**src/common/stat_macros.svh**
```systemverilog
`ifndef STAT_MACROS_SVH
`define STAT_MACROS_SVH

////////////////////////////////
// Stream geometry
////////////////////////////////

// 32-bit words carried by one beat
`define STAT_LANES      16
`define STAT_WORD_W     32

////////////////////////////////
// Register port
////////////////////////////////

// Wishbone byte address width
`define STAT_ADR_W      8

`define STAT_REG_CTRL   8'h00
`define STAT_REG_STATUS 8'h04
`define STAT_REG_MIN    8'h08
`define STAT_REG_MAX    8'h0C
`define STAT_REG_COUNT  8'h10

`endif

```
**src/common/stat_pkg.sv**
```systemverilog
`include "stat_macros.svh"

package stat_pkg;

    ////////////////////////////////
    // Scalar types
    ////////////////////////////////

    typedef logic [`STAT_WORD_W-1:0] word_t;
    typedef logic [31:0]             count_t;
    typedef logic [`STAT_ADR_W-1:0]  wb_adr_t;

    ////////////////////////////////
    // Stream and result records
    ////////////////////////////////

    // One beat of the input stream, 514 bits
    typedef struct packed {
        logic                     valid;
        logic                     last;
        word_t [`STAT_LANES-1:0]  data;
    } beat_t;

    // Extremes of one beat leaving the compare tree
    typedef struct packed {
        logic  valid;
        logic  last;
        word_t min;
        word_t max;
    } reduced_t;

    // Register bank as seen by the decoder
    typedef struct packed {
        word_t  min;
        word_t  max;
        count_t count;
        logic   done;
    } stat_regs_t;

endpackage

```
**src/source/csr_decode.sv**
```systemverilog
`include "stat_macros.svh"

module csr_decode
    import stat_pkg::*;
(
    input  logic       aclk,
    input  logic       aresetn,

    input  logic       wb_cyc,
    input  logic       wb_stb,
    input  logic       wb_we,
    input  wb_adr_t    wb_adr,
    input  word_t      wb_dat_w,
    output word_t      wb_dat_r,
    output logic       wb_ack,

    input  stat_regs_t regs,
    output logic       clear
);

logic  req;
word_t rd_data;

// New request only when no ack is pending for this strobe
assign req = wb_cyc && wb_stb && !wb_ack;

////////////////////////////////
// Read mux
////////////////////////////////

always_comb begin
    case (wb_adr)
        `STAT_REG_STATUS: rd_data = word_t'(regs.done);
        `STAT_REG_MIN:    rd_data = regs.min;
        `STAT_REG_MAX:    rd_data = regs.max;
        `STAT_REG_COUNT:  rd_data = word_t'(regs.count);
        // CTRL and unmapped offsets
        default:          rd_data = '0;
    endcase
end

////////////////////////////////
// Ack and control
////////////////////////////////

always_ff @(posedge aclk) begin
    if (!aresetn) begin
        wb_ack <= 1'b0;
        clear  <= 1'b0;
    end else begin
        wb_ack <= req;
        clear  <= req && wb_we && (wb_adr == `STAT_REG_CTRL) && wb_dat_w[0];
    end
end

// Read data lands together with the ack
always_ff @(posedge aclk) begin
    if (req && !wb_we) begin
        wb_dat_r <= rd_data;
    end
end

endmodule

```
**config.mk**
```make
export PLATFORM = sky130hd
export DESIGN_NAME = csr_decode
export DESIGN_NICKNAME = d
export VERILOG_FILES = /design/src/common/stat_pkg.sv /design/src/source/csr_decode.sv
export VERILOG_INCLUDE_DIRS = /design/src /design/src/common
export SDC_FILE = /design/constraint.sdc
export NUM_CORES = 1
export LEC_CHECK = 0
export BUFFER_PORTS_ARGS = -buffer_cell sky130_fd_sc_hd__buf_2
export CORE_MARGIN = 2
export CORE_UTILIZATION = 36
export CTS_BUF_LIST = sky130_fd_sc_hd__clkbuf_8 sky130_fd_sc_hd__clkbuf_16
export DETAILED_ROUTE_END_ITERATION = 8
export PLACE_DENSITY = 0.77
export SLEW_MARGIN = 30
export SYNTH_ARGS = -nofsm -noshare
export SYNTH_HDL_FRONTEND = slang
export SYNTH_SLANG_ARGS = --single-unit
```
**constraint.sdc**
```tcl
create_clock -name aclk -period 2.97 [get_ports aclk]
set_clock_uncertainty 0.2 [all_clocks]
set_input_delay 0.1485 -clock aclk [delete_from_list [all_inputs] [get_ports aclk]]
set_output_delay 0.1485 -clock aclk [all_outputs]
set_load 0.005 [all_outputs]
```
==> impl_metrics.tcl <==
set metrics [dict create \
    status "complete, no violations" \
    use_met3_pct 5.964 \
    yosys_warnings 0 \
    use_met1_pct 16.66 \
    min_from "regs[5]" \
    ys_seq_elements 34 \
    grt_pass1_vias 2165 \
    syn_area_mm2 0.002266 \
    synth_edf_count 32 \
    async_flop_share_pct 0 \
    syn_to_final_growth_pct 50.36 \
    initial_core_util_pct 37.82 \
    num_io_pins 176 \
    coreArea_mm2 0.005991 \
    worst_r2r_path_depth 2 \
    grt_max_degree 33 \
    gr-usage-all-layers_pct 16.94 \
    antenna_found_initial 0 \
    cp.required_ps 2800 \
    startpoint "wb_adr[2]" \
    maxCapViolations 0 \
    tightest_slew_ps 656.2 \
    critical_path_class "input pin to flop" \
    synth_area_per_cell_um2 14.43 \
    synth_ff_type "edfxtp_1" \
    final_cells 407 \
    hold-path-cell-count 3 \
    min_path_type "input pin to flop" \
    hpwl_um 4155 \
    drt_pass1_iterations 4 \
    slew_headroom_pct 56.25 \
    routed_via_density 4.730 \
    path_max_fanout 21 \
    hold_viol 0 \
    drive_gt1_share_pct 76.81 \
    yosys.area.top_type "edfxtp_1" \
    port_buffers 144 \
    fin_nets 473 \
    ys_types 20 \
    timing.final.crit_share_pct 59.41 \
    grt_pass1_wl_um 9549 \
    rsz0062_at_grt "false" \
    grt_remaining_overflow 0 \
    final_max_slew_viol_count 0 \
    tns_ps 0 \
    diodes 0 \
    gp_congestion 0.7467 \
    post-route-min-period_ps 1765 \
    regToRegSetupSlack_ps 1520 \
    dp_cells 370 \
    path_clk_slew_ps 70 \
    final_common_cell "buf_2" \
    synth_area_leaders "edfxtp_1 (42%), mux2_4 (19%), a22oi_2 (17%), nor2_2 (8.3%), buf_6 (4.0%)" \
    cts_resized 0 \
    cts_buffers 5 \
    p_leak_uw 0.001381 \
    wl_per_cell_um 14.17 \
    postCtsSetupBuffers 0 \
    grtUsageMet2_pct 32.33 \
    final_cell_mix "buf_2 (144), edfxtp_1 (32), a22oi_2 (30), nor2_2 (30), dlygate4sd3_1 (29)" \
    drc_errors 0 \
    critical_path.startpoint_type "input pin" \
    clock_sinks 34 \
    vias 1925 \
    arrival_ps 1590 \
    die_w_um 83.34 \
    ant_nets 0 \
    top_usage_layer "met2" \
    syn_inst 157 \
    syn-num-nets 299 \
    ys_seq_area_share_pct 44.17 \
    setup_violations 0 \
    vdd_ir_drop_max_mv 0.1982 \
    r2r_start "wb_ack" \
    critPathCapture "wb_dat_r[3]" \
    cts_hold_buffers 29 \
    r2r-end "wb_dat_r[10]" \
    wirelength_um 5769 \
    num_rows 28 \
    clockRootBuffer "clkbuf_8" \
    die_area_mm2 0.006945 \
    die_h_um 83.34 \
    cts_tree "yes" \
    clkLatencyLatePin_ps 280 \
    drt_iter0_markers 41 \
    end_kind "flop" \
    htreeDepth 2 \
    synth_top_area_share_pct 42.41 \
    clockBufferDepth 2 \
    p_per_area_mw_per_mm2 334.6 \
    clock.fmax_mhz 566.7 \
]
-- sequential cells by signal (all words and copies together) (netlist names) --
name / flops
wb_dat_r: 32
clear: 1
wb_ack: 1
-- logic make-up (layout without fill, tap and decap cells) --
logic type | Yosys count | count (layout) | share of synthesized area, %
muxes | 32 | 32 | 20.54
and+or+nand+nor | 44 | 44 | 12.15
AOI/OAI and AO/OA | 33 | 33 | 17.56
buffers and inverters | 14 | 189 | 5.577
DFF | 34 | 34 | 44.17
-- cells in the mapped netlist, types with 2 or more instances --
library cell / count
dfxtp_1: 2
a32oi_1: 2
nor2_1: 4
nand2_1: 3
buf_6: 8
edfxtp_1: 32
nor3_1: 2
buf_4: 3
mux2_2: 4
nor2_2: 30
a22oi_2: 30
buf_2: 2
mux2_4: 28
-- stage by stage --
stage | worst slack [ps] | util (%) | hold WS [ps] | cell area [um2] | power (uW)
floorplan | 727.7 | - | 124.9 | 2271 | 699.7
global placement | 928.9 | 50.67 | 237.4 | 3035 | 798.9
detailed placement | 881.7 | 50.67 | 237.3 | 3035 | 804.4
CTS | 1196 | 56.87 | 0.5110 | 3407 | 1159
global route | 1111 | 56.87 | 1.124 | 3407 | 1199
finish | 1205 | 56.87 | 5.867 | 3407 | 1140
-- routing by layer --
| metal | routed length, um | part of all wire (%) |
|---|---|---|
| met1 | 2139 | 37 |
| met3 | 465 | 8.1 |
| met2 | 3075 | 53 |
| met4 | 89 | 1.5 |
| met5 | 0 | 0 |
-- how the worst min path moves through the flow --
stage / slack [ps] / end
global placement: 240 / wb_ack
finish: 6 / wb_dat_r[4]
global route: 1 / wb_dat_r[22]
detailed placement: 240 / wb_ack
CTS: 0.5 / wb_dat_r[22]
floorplan: 120 / wb_ack
-- power breakdown --
part           total [uW]  switching (uW)  internal [uW]
clock network         319             161            158
registers             541            4.26            537
logic                 280             112            169
total                1140             277            863
-- worst max-delay path, cell delays in order --
cell,delay [ps]
buf_2,510
buf_4,390
mux2_4,320
a32oi_1,150
nor2_1,60
-- cell type report --
| class | instances | area (um2) |
|---|---|---|
| Clock inverter | 3 | 12.51 |
| Clock buffer | 5 | 68.82 |
| Sequential cell | 34 | 1001 |
| Multi-Input combinational cell | 109 | 1160 |
| Fill cell | 525 | 2584 |
| Timing Repair Buffer | 181 | 1071 |
| Tap cell | 75 | 93.84 |
Power figures use the tool's default switching activity.
